<file path="src/verilog/zx_bus_pkg.sv">
package zx_bus_pkg;

  // cpu i/o bus as seen by the sound block
  // all strobes active high here
  typedef struct packed {
    logic [15:0] addr;
    logic [7:0]  wdata;
    logic        iorq;
    logic        wr;
    logic        rd;
  } io_bus_t;

  // port groups known to the decoder
  typedef enum logic [2:0] {
    PORT_NONE     = 3'd0,
    PORT_FE       = 3'd1,
    PORT_COVOX    = 3'd2,
    PORT_PSG_ADDR = 3'd3,
    PORT_PSG_DATA = 3'd4
  } port_kind_e;

  // one decoded write, valid for a single clock
  typedef struct packed {
    logic       valid;
    port_kind_e kind;
    logic [7:0] data;
  } io_cmd_t;

  // ula port, border / tape out / beeper
  localparam logic [7:0] FE_LOW = 8'hFE;

  // covox dac
  localparam logic [7:0] COVOX_LOW = 8'hFB;

  // ay / turbosound, #FFFD selects and #BFFD writes data
  // only a15, a14 and the low nibble take part
  localparam logic [3:0] PSG_LOW_NIBBLE = 4'hD;

endpackage

</file>
<file path="src/verilog/zx_audio_pkg.sv">
package zx_audio_pkg;

  // stereo placement of the three psg channels
  typedef enum logic [1:0] {
    MIX_ABC   = 2'd0,
    MIX_ACB   = 2'd1,
    MIX_MONO  = 2'd2,
    MIX_MONO2 = 2'd3
  } mix_mode_e;

  // everything the mixer needs from the port registers
  typedef struct packed {
    logic       speaker;
    logic       tape_out;
    logic [7:0] covox;
    logic [3:0] vol_a;
    logic [3:0] vol_b;
    logic [3:0] vol_c;
  } sound_levels_t;

  // beeper contribution when the speaker bit is set
  localparam logic [15:0] SPEAKER_LEVEL = 16'h1000;

  // tape input monitor, half the beeper
  localparam logic [15:0] TAPE_IN_LEVEL = 16'h0800;

  // volume nibble weight, value times 256
  localparam int PSG_SHIFT = 8;

  // covox byte weight
  localparam int COVOX_SHIFT = 4;

endpackage

</file>
<file path="src/verilog/io_decode.sv">
`timescale 1ns/1ps

module io_decode
  import zx_bus_pkg::*;
(
  input  logic       clk_28mhz,
  input  logic       rst,
  input  io_bus_t    bus,
  output io_cmd_t    cmd,
  output port_kind_e rd_kind
);

  io_bus_t    bus_q;
  logic       iowr_q;
  logic       iowr_prev;
  port_kind_e wr_kind;

  // address to port group, low byte first, then the psg pair
  function automatic port_kind_e classify(input logic [15:0] addr);
    port_kind_e kind;
    kind = PORT_NONE;
    if (addr[7:0] == FE_LOW) begin
      kind = PORT_FE;
    end else if (addr[7:0] == COVOX_LOW) begin
      kind = PORT_COVOX;
    end else if (addr[15] && (addr[3:0] == PSG_LOW_NIBBLE)) begin
      kind = addr[14] ? PORT_PSG_ADDR : PORT_PSG_DATA;
    end
    return kind;
  endfunction

  // bus sampled every clock
  always_ff @(posedge clk_28mhz) begin
    if (rst) begin
      bus_q     <= '0;
      iowr_prev <= 1'b0;
    end else begin
      bus_q     <= bus;
      iowr_prev <= iowr_q;
    end
  end

  assign iowr_q  = bus_q.iorq & bus_q.wr;
  assign wr_kind = classify(bus_q.addr);

  // rising edge of iorq&wr gives one command, however long the write
  always_ff @(posedge clk_28mhz) begin
    if (rst) begin
      cmd <= '0;
    end else begin
      cmd.valid <= iowr_q & ~iowr_prev & (wr_kind != PORT_NONE);
      cmd.kind  <= wr_kind;
      cmd.data  <= bus_q.wdata;
    end
  end

  // reads decode straight off the live bus
  assign rd_kind = (bus.iorq && bus.rd) ? classify(bus.addr) : PORT_NONE;

  a_one_cmd_per_write: assert property (
    @(posedge clk_28mhz) disable iff (rst)
    cmd.valid |=> !cmd.valid
  ) else $error("io_decode: write command held for two cycles");

endmodule

</file>
<file path="src/verilog/port_regs.sv">
`timescale 1ns/1ps

module port_regs
  import zx_bus_pkg::*, zx_audio_pkg::*;
(
  input  logic          clk_28mhz,
  input  logic          rst,
  input  io_cmd_t       cmd,
  input  port_kind_e    rd_kind,
  input  logic          tape_in,
  output logic [7:0]    cpu_rdata,
  output logic [2:0]    border,
  output sound_levels_t levels
);

  // psg register numbers of the channel volumes
  localparam logic [3:0] REG_VOL_A = 4'd8;
  localparam logic [3:0] REG_VOL_B = 4'd9;
  localparam logic [3:0] REG_VOL_C = 4'd10;

  // #FE bits 4..0, speaker / tape out / border
  logic [4:0] fe_q;
  logic [7:0] covox_q;
  logic [3:0] psg_sel_q;
  logic [3:0] vol_a_q;
  logic [3:0] vol_b_q;
  logic [3:0] vol_c_q;
  logic [3:0] sel_vol;

  always_ff @(posedge clk_28mhz) begin
    if (rst) begin
      fe_q      <= '0;
      covox_q   <= '0;
      psg_sel_q <= '0;
      vol_a_q   <= '0;
      vol_b_q   <= '0;
      vol_c_q   <= '0;
    end else if (cmd.valid) begin
      case (cmd.kind)
        PORT_FE: fe_q <= cmd.data[4:0];
        PORT_COVOX: covox_q <= cmd.data;
        PORT_PSG_ADDR: psg_sel_q <= cmd.data[3:0];
        PORT_PSG_DATA: begin
          // tone, noise and envelope registers are not kept
          case (psg_sel_q)
            REG_VOL_A: vol_a_q <= cmd.data[3:0];
            REG_VOL_B: vol_b_q <= cmd.data[3:0];
            REG_VOL_C: vol_c_q <= cmd.data[3:0];
            default: ;
          endcase
        end
        default: ;
      endcase
    end
  end

  // readback of the selected psg register
  always_comb begin
    case (psg_sel_q)
      REG_VOL_A: sel_vol = vol_a_q;
      REG_VOL_B: sel_vol = vol_b_q;
      REG_VOL_C: sel_vol = vol_c_q;
      default:   sel_vol = 4'h0;
    endcase
  end

  // #FE read shows the ear input on bit 6, keyboard lines idle high
  always_comb begin
    case (rd_kind)
      PORT_PSG_ADDR: cpu_rdata = {4'h0, sel_vol};
      PORT_FE:       cpu_rdata = {1'b1, tape_in, 1'b1, 5'b11111};
      default:       cpu_rdata = 8'hFF;
    endcase
  end

  assign border          = fe_q[2:0];
  assign levels.tape_out = fe_q[3];
  assign levels.speaker  = fe_q[4];
  assign levels.covox    = covox_q;
  assign levels.vol_a    = vol_a_q;
  assign levels.vol_b    = vol_b_q;
  assign levels.vol_c    = vol_c_q;

  a_cmd_has_port: assert property (
    @(posedge clk_28mhz) disable iff (rst)
    cmd.valid |-> (cmd.kind != PORT_NONE)
  ) else $error("port_regs: valid command without a port");

endmodule

</file>
<file path="src/verilog/sample_clock.sv">
`timescale 1ns/1ps

module sample_clock #(
  parameter int CE_DIV = 8
) (
  input  logic clk_28mhz,
  input  logic rst,
  output logic sample_ce
);

  localparam int CNT_W = $clog2(CE_DIV);
  localparam logic [CNT_W-1:0] CNT_LAST = CNT_W'(CE_DIV - 1);

  logic [CNT_W-1:0] cnt;

  // one pulse per wrap, 28 MHz / 8 gives 3.5 MHz
  always_ff @(posedge clk_28mhz) begin
    if (rst) begin
      cnt       <= '0;
      sample_ce <= 1'b0;
    end else if (cnt == CNT_LAST) begin
      cnt       <= '0;
      sample_ce <= 1'b1;
    end else begin
      cnt       <= cnt + 1'b1;
      sample_ce <= 1'b0;
    end
  end

  a_ce_single: assert property (
    @(posedge clk_28mhz) disable iff (rst)
    sample_ce |=> !sample_ce
  ) else $error("sample_clock: enable high on consecutive clocks");

endmodule

</file>
<file path="src/verilog/audio_mixer.sv">
`timescale 1ns/1ps

module audio_mixer
  import zx_audio_pkg::*;
(
  input  logic          clk_28mhz,
  input  logic          rst,
  input  logic          sample_ce,
  input  sound_levels_t levels,
  input  logic          tape_in,
  input  mix_mode_e     mix_mode,
  output logic [15:0]   audio_l,
  output logic [15:0]   audio_r
);

  logic [15:0] lvl_a;
  logic [15:0] lvl_b;
  logic [15:0] lvl_c;
  logic [15:0] lvl_covox;
  logic [15:0] common;
  logic [15:0] psg_l;
  logic [15:0] psg_r;

  // volumes act as dc levels with no tone generators behind them
  assign lvl_a     = 16'(levels.vol_a) << PSG_SHIFT;
  assign lvl_b     = 16'(levels.vol_b) << PSG_SHIFT;
  assign lvl_c     = 16'(levels.vol_c) << PSG_SHIFT;
  assign lvl_covox = 16'(levels.covox) << COVOX_SHIFT;

  // sources shared by both sides
  assign common = (levels.speaker ? SPEAKER_LEVEL : 16'h0000)
                + (tape_in ? TAPE_IN_LEVEL : 16'h0000)
                + lvl_covox;

  always_comb begin
    case (mix_mode)
      MIX_ABC: begin
        psg_l = lvl_a + lvl_b;
        psg_r = lvl_b + lvl_c;
      end
      MIX_ACB: begin
        psg_l = lvl_a + lvl_c;
        psg_r = lvl_c + lvl_b;
      end
      // both mono settings sum all three channels
      default: begin
        psg_l = lvl_a + lvl_b + lvl_c;
        psg_r = lvl_a + lvl_b + lvl_c;
      end
    endcase
  end

  // worst case sum is 21744 so no clipping is needed
  always_ff @(posedge clk_28mhz) begin
    if (rst) begin
      audio_l <= '0;
      audio_r <= '0;
    end else if (sample_ce) begin
      audio_l <= common + psg_l;
      audio_r <= common + psg_r;
    end
  end

endmodule

</file>
<file path="src/verilog/zx_sound_io.sv">
`timescale 1ns/1ps

module zx_sound_io
  import zx_bus_pkg::*, zx_audio_pkg::*;
#(
  parameter int CE_DIV = 8
) (
  input  logic        clk_28mhz,
  input  logic        rst,
  input  io_bus_t     bus,
  input  logic        tape_in,
  input  logic [1:0]  mix_mode,
  output logic [7:0]  cpu_rdata,
  output logic [2:0]  border,
  output logic        tape_out,
  output logic        beep,
  output logic [15:0] audio_l,
  output logic [15:0] audio_r
);

  io_cmd_t       cmd;
  port_kind_e    rd_kind;
  sound_levels_t levels;
  logic          sample_ce;

  io_decode u_io_decode (
    .clk_28mhz (clk_28mhz),
    .rst       (rst),
    .bus       (bus),
    .cmd       (cmd),
    .rd_kind   (rd_kind)
  );

  port_regs u_port_regs (
    .clk_28mhz (clk_28mhz),
    .rst       (rst),
    .cmd       (cmd),
    .rd_kind   (rd_kind),
    .tape_in   (tape_in),
    .cpu_rdata (cpu_rdata),
    .border    (border),
    .levels    (levels)
  );

  sample_clock #(
    .CE_DIV (CE_DIV)
  ) u_sample_clock (
    .clk_28mhz (clk_28mhz),
    .rst       (rst),
    .sample_ce (sample_ce)
  );

  audio_mixer u_audio_mixer (
    .clk_28mhz (clk_28mhz),
    .rst       (rst),
    .sample_ce (sample_ce),
    .levels    (levels),
    .tape_in   (tape_in),
    .mix_mode  (mix_mode_e'(mix_mode)),
    .audio_l   (audio_l),
    .audio_r   (audio_r)
  );

  // beeper pin follows the speaker bit
  assign tape_out = levels.tape_out;
  assign beep     = levels.speaker;

endmodule

</file>
<file path="config.mk">
export PLATFORM = sky130hd
export DESIGN_NAME = zx_sound_io
export DESIGN_NICKNAME = d
export VERILOG_FILES = /design/src/verilog/zx_bus_pkg.sv /design/src/verilog/zx_audio_pkg.sv /design/src/verilog/io_decode.sv /design/src/verilog/port_regs.sv /design/src/verilog/sample_clock.sv /design/src/verilog/audio_mixer.sv /design/src/verilog/zx_sound_io.sv
export SDC_FILE = /design/constraint.sdc
export NUM_CORES = 1
export LEC_CHECK = 0
export CAP_MARGIN = 10
export CORE_MARGIN = 2
export CORE_UTILIZATION = 35
export DETAILED_ROUTE_END_ITERATION = 8
export DONT_BUFFER_PORTS = 1
export HOLD_SLACK_MARGIN = 0.06
export MAX_ROUTING_LAYER = met4
export PLACE_DENSITY_LB_ADDON = 0.05
export SETUP_SLACK_MARGIN = 0.2
export SLEW_MARGIN = 20
export SYNTH_ARGS = -nofsm -noshare
export SYNTH_HDL_FRONTEND = slang
export SYNTH_SLANG_ARGS = --single-unit
export TNS_END_PERCENT = 20
</file>
<file path="constraint.sdc">
create_clock -name clk_28mhz -period 4.6 [get_ports clk_28mhz]
set_clock_uncertainty 0.15 [all_clocks]
set_input_delay 1.15 -clock clk_28mhz [delete_from_list [all_inputs] [get_ports clk_28mhz]]
set_output_delay 1.15 -clock clk_28mhz [all_outputs]
set_load 0.005 [all_outputs]
</file>
==> results.txt, run 1 <==
Status -> completed
I/O Buffers -> 0
Worst-skew pair later-pin latency -> 340 ps
# hold bufs at CTS -> 0
First-pass GRT wire length -> 14400 um
Cell count after synthesis -> 431
Slew at the pin closest to its max-slew limit -> 616 ps
Endpoints failing hold -> 0
Fin crit period -> 3820 ps
Cts repair resizes -> 0
Top-area cell type share of the netlist area -> 39.9%
Max Transition Viols Final -> 0
Fin crit share -> 83.0%
Fin Hold WS -> 243 ps
Avg Inst Size Synth -> 9.77 um^2
H-tree depth -> 3
Kind of critical path -> reg -> reg
Hold Path Class -> reg -> reg
Final Util -> 38.1%
Worst path buffer plus inverter count -> 0
Dpl hpwl -> 6440 um
Avg WL per Cell -> 15.5 um
Antenna cells -> 0
Sequential cell area -> 1680 um^2
DRC viols -> 0
F_max -> 0.262 GHz
Crit path launch type -> flop
CP max-delay cell -> fa_1
Cell family contributing the most delay on the critical path -> adder cells
Leakage power -> 1.94 nW
Post-synthesis sequential area ratio -> 39.9%
Relative slew slack -> 58.4%
Chip Width -> 114 um
Clk buf depth -> 2
Root Buffer -> clkbuf_16
Initial DRC Count -> 157
Yosys warns -> 0
Post-route ant nets -> 0
Most frequent cells in the layout -> dfxtp_1, nor2_1, mux2i_1
Row cnt -> 40
Distinct cells, synth -> 43
Worst setup EP type -> flop
Final setup fails -> 0
Area of the core -> 11900 um^2
Area of the multi-input gates -> 2360 um^2
Synth top area cells -> dfxtp_1, mux2i_1, ha_1
Most common cell after layout, fill and taps aside -> dfxtp_1
Pwr/cell area -> 317 nW/um^2
Largest area contributor in the netlist -> dfxtp_1
Final std cells w/o fill -> 569
Crit path largest cell delay -> 490 ps
Routed WL -> 8830 um
CP Data Arrival Time -> 3950 ps
Fin Setup TNS -> 0 ps
Gr ovfl total -> 0
Initial core utilization -> 35.5%
Nets@finish -> 487
Initial antenna violation count -> 0
Post-synthesis sequential element count -> 84
Critical path data required time -> 4730 ps
Maxcap violations -> 0
Via-per-instance ratio -> 4.95
Share of layout cells above drive strength 1 -> 5.45%
Peak supply drop -> 0.220 mV
Via Count -> 2814
DRT Pass-1 Iters -> 4
RSZ-0062 raised after global routing -> false
Vias in the first global route -> 2743
Register clock-pin slew on the reported worst setup and hold paths -> 60 ps
Total CTS buffers -> 9
Largest net degree at the start of global routing -> 95
Die area -> 12900 um^2
Final Wtd Congestion -> 0.727
Fillcell total -> 1176
# clock sinks -> 84
Mapped cell area -> 4210 um^2
CTS tree -> done
Area Growth Syn to Fin -> 7.31%
Crit-path cells -> ha_1 -> fa_1 -> fa_1 -> a21o_1 -> a21oi_1 -> xnor2_1 -> a21oi_1 -> ha_1 -> and3_1 -> a221o_1 -> or4_1 -> nand3_1
Placed cells -> 554
Chip Height -> 114 um
I/O Pins -> 77
Global-route usage over all layers -> 15.0%
Setup bufs post-CTS -> 0
Crit path max fanout -> 5
final timing paths:
| check | from | end | slack, ps | cells after the start |
|---|---|---|---|---|
| max reg2reg | u_port_regs.vol_b_q[0] | u_audio_mixer.audio_r[13] | 780 | 12 |
| max | u_port_regs.vol_b_q[0] | u_audio_mixer.audio_r[13] | 780 | 12 |
| min | u_io_decode.iowr_prev | u_io_decode.cmd[11] | 240 | 1 |
| min reg2reg | u_io_decode.iowr_prev | u_io_decode.cmd[11] | 240 | 1 |
report_power, final:
| part | leakage (nW) | total (mW) | internal (mW) | switching, mW |
|---|---|---|---|---|
| clock network | 0.119 | 0.652 | 0.365 | 0.287 |
| logic | 1.13 | 0.0293 | 0.0163 | 0.0130 |
| registers | 0.684 | 0.750 | 0.742 | 0.00781 |
| total | 1.94 | 1.43 | 1.12 | 0.308 |
Yosys cell counts (all sizes together):
cell,count
nand4b,4
nand4,1
o211ai,2
a211o,2
dfxtp,84
xnor2,7
nor4b,5
nor4bb,2
a2111oi,1
or4bb,1
mux2,2
a211oi,9
inv,3
nor3b,12
a31oi,1
buf,22
a21o,10
nand3,5
nor2,53
a22oi,1
nor4,3
o32ai,2
nand2b,4
ha,31
nand2,15
mux2i,45
or4,1
and4bb,2
xor2,4
clkbuf,14
o21ai,15
conb,1
a221o,2
nor3,4
and4b,1
and3,5
a21oi,17
fa,6
nor2b,32
flip-flops by register name (all words and copies together), names as in the netlist, 3 cells and up:
register,cells
u_port_regs.psg_sel_q,4
u_port_regs.fe_q,5
u_audio_mixer.audio_l,7
u_io_decode.bus_q,20
u_sample_clock.cnt,3
u_port_regs.vol_c_q,4
u_port_regs.vol_a_q,4
u_port_regs.covox_q,8
u_io_decode.cmd,12
u_port_regs.vol_b_q,4
u_audio_mixer.audio_r,11
metal layers:
| metal | track usage, % | wire (um) | vias to the layer above |
|---|---|---|---|
| met5 | - | 0 | - |
| met4 | 5.61 | 92 | 0 |
| met3 | 4.30 | 347 | 6 |
| met2 | 21.5 | 3810 | 51 |
| met1 | 20.1 | 4580 | 1280 |
| li1 | - | - | 1477 |
worst register-to-register path, stage by stage, from the launching register on:
cell	delay, ps
dfxtp_1	410
ha_1	240
fa_1	490
fa_1	450
a21o_1	180
a21oi_1	180
xnor2_1	160
a21oi_1	100
ha_1	330
and3_1	200
a221o_1	320
or4_1	470
nand3_1	80
layout make-up:
cell class,count,share of cell area [%]
Multi-Input combinational cell,317,52.2
Sequential cell,84,37.2
Clock buffer,12,5.23
Tap cell,147,4.07
Clock inverter,3,0.526
Timing Repair Buffer,3,0.498
Inverter,3,0.249
cells by family after synthesis:
group	Yosys count	synth area share (%)
flops	84	39.9
buf+inv	39	4.99
compound gates	62	9.45
other cells	1	0.0891
simple gates	150	19.9
xor+xnor	11	2.29
fa+ha+maj	37	12.1
mux	47	11.2
per-stage QoR:
step	power, mW	worst slack, ps	area [um^2]
2_1_floorplan	0.808	1040	4240
3_3_place_gp	0.796	755	4260
3_5_place_dp	0.796	794	4260
4_1_cts	1.46	760	4520
5_1_grt	1.50	556	4520
6_report	1.43	784	4520
Power figures use the tool's default switching activity.
==> run 2, diff against run 1 <==
==> constraint.sdc (replaced) <==
create_clock -name clk_28mhz -period 3.6 [get_ports clk_28mhz]
set_clock_uncertainty 0.15 [all_clocks]
set_input_delay 0.9 -clock clk_28mhz [delete_from_list [all_inputs] [get_ports clk_28mhz]]
set_output_delay 0.9 -clock clk_28mhz [all_outputs]
set_load 0.005 [all_outputs]
==> run 2 against run 1 <==
Compared with the run above:
- register-to-register slack worse by 700 ps
- count of clock-buffer cells in the layout fell by 3
- wire length up 5.2%
- setup slack worse by 700 ps
- die area did not move
- combinational power up 54%
- cell count rose by 2.6%
- critical path type unchanged
==> results.txt, run 2 (synthesis gave the netlist of run 1 again) <==
Status -> completed
CP startpoint -> u_port_regs.vol_a_q[0]
RR Endpoint -> u_audio_mixer.audio_r[13]
Clk buf depth -> 2
Critical path data required time -> 3740 ps
Max Transition Viols Final -> 0
Biggest regs -> u_io_decode.bus_q: 20 flops, u_io_decode.cmd: 12 flops, u_audio_mixer.audio_r: 11 flops
Via-per-instance ratio -> 4.98
Crit path max fanout -> 4
H-tree depth -> 3
Share of layout cells above drive strength 1 -> 14.0%
DRT Pass-1 Iters -> 4
Area Growth Syn to Fin -> 14.3%
Largest register FFs -> 20
Global-route usage over all layers -> 15.4%
Most frequent cells in the layout -> dfxtp_1, nor2_1, mux2i_1
Row cnt -> 40
Fin crit period -> 3510 ps
Die area -> 12900 um^2
Vias in the first global route -> 2783
Final Wtd Congestion -> 0.787
Largest net degree at the start of global routing -> 95
Initial antenna violation count -> 0
Most common cell after layout, fill and taps aside -> dfxtp_1
Nets@finish -> 501
Worst slack, placed -> -77.2 ps
Via Count -> 2909
Fin Hold WS -> 246 ps
Final WS setup -> 88.8 ps
F_max -> 0.285 GHz
Fin crit share -> 97.5%
Routed WL -> 9290 um
Root Buffer -> clkbuf_16
# clock sinks -> 84
RR Startpoint -> u_port_regs.vol_a_q[0]
CTS tree -> done
Reg-to-reg slack, setup -> 90 ps
I/O Buffers -> 0
Maxcap violations -> 0
Peak supply drop -> 0.245 mV
Area of the core -> 11900 um^2
Sequential cell area -> 1690 um^2
Crit path launch type -> flop
Kind of critical path -> reg -> reg
Total CTS buffers -> 9
CP Capture Point -> u_audio_mixer.audio_r[13]
Dpl hpwl -> 6660 um
Worst-skew pair later-pin latency -> 350 ps
Slew at the pin closest to its max-slew limit -> 835 ps
Pwr/cell area -> 424 nW/um^2
Fillcell total -> 1193
Final std cells w/o fill -> 584
Leakage power -> 2.04 nW
RSZ-0062 raised after global routing -> true
Relative slew slack -> 44.3%
Placed cells -> 566
Avg WL per Cell -> 15.9 um
Gr ovfl total -> 0
Antenna cells -> 0
Final setup fails -> 0
Chip Width -> 114 um
Area of the multi-input gates -> 2470 um^2
DRC viols -> 0
First-pass GRT wire length -> 14800 um
Initial DRC Count -> 134
Endpoints failing hold -> 0
Biggest register -> u_io_decode.bus_q
Worst setup EP type -> flop
Chip Height -> 114 um
CP Data Arrival Time -> 3650 ps
# hold bufs at CTS -> 0
Post-route ant nets -> 0
Hold Path Class -> reg -> reg
I/O Pins -> 77
Worst r2r path cells -> 14
Register clock-pin slew on the reported worst setup and hold paths -> 70 ps
Initial core utilization -> 35.5%
[run 2: final cells by class]
class                      count  area share, %
inverter                       3          0.234
clock inverter                 7           2.26
multi-input combinational    317           51.3
clock buffer                   9           4.68
tap                          147           3.82
timing repair buffer          17           2.65
sequential                    84           35.1
[run 2: worst min path at each step]
stage	endpoint	cells past startpoint	startpoint	slack (ps)
2_1_floorplan	u_io_decode.cmd[11]	1	u_io_decode.iowr_prev	220
3_3_place_gp	u_io_decode.cmd[11]	1	u_io_decode.iowr_prev	230
3_5_place_dp	u_io_decode.cmd[11]	1	u_io_decode.iowr_prev	240
4_1_cts	u_io_decode.cmd[11]	1	u_io_decode.iowr_prev	250
5_1_grt	u_io_decode.cmd[11]	1	u_io_decode.iowr_prev	260
6_report	u_io_decode.cmd[11]	1	u_io_decode.iowr_prev	250
[run 2: through the flow]
step / utilization, % / cell area (um^2) / total power, mW / setup TNS [ps]
6_report: 40.6 / 4810 / 2.04 / 0
5_1_grt: 40.6 / 4810 / 2.12 / -35.1
4_1_cts: 40.1 / 4750 / 2.07 / 0
3_5_place_dp: 36.8 / 4370 / 1.02 / -92.9
3_3_place_gp: 36.8 / 4370 / 1.02 / -96.2
2_1_floorplan: - / 4270 / 1.03 / 0
[run 2: metal layers]
metal,share of wire (%),up-vias,track usage [%]
met5,0,-,-
met4,2.3,0,7.32
met3,3.5,16,2.76
met2,43,48,22.2
met1,51,1352,21.0
li1,-,1493,-
[run 2: power by group]
| group | switching (mW) | total, mW | leakage (nW) | internal (mW) |
|---|---|---|---|---|
| registers | 0.00977 | 0.958 | 0.686 | 0.948 |
| clock network | 0.419 | 1.04 | 0.155 | 0.619 |
| logic | 0.0188 | 0.0451 | 1.20 | 0.0263 |
| total | 0.448 | 2.04 | 2.04 | 1.59 |
[run 2: critical path, cell delays in order, from the launching register on]
cell and delay [ps]:
dfxtp_2 340, ha_4 160, fa_2 400, xor2_4 180
ha_4 240, a21oi_2 130, nand2_2 90, xnor2_2 150
buf_4 140, mux2i_2 150, ha_1 280, and3_1 190
a221o_1 300, or4_1 470, nand3_1 80
[run 2: repair_timing]
action                     4_1_cts  5_1_grt
setup endpoints to repair        5        6
cloned                           0        0
pin swaps                        5       10
setup buffers                    0        2
gates resized for setup         11        9
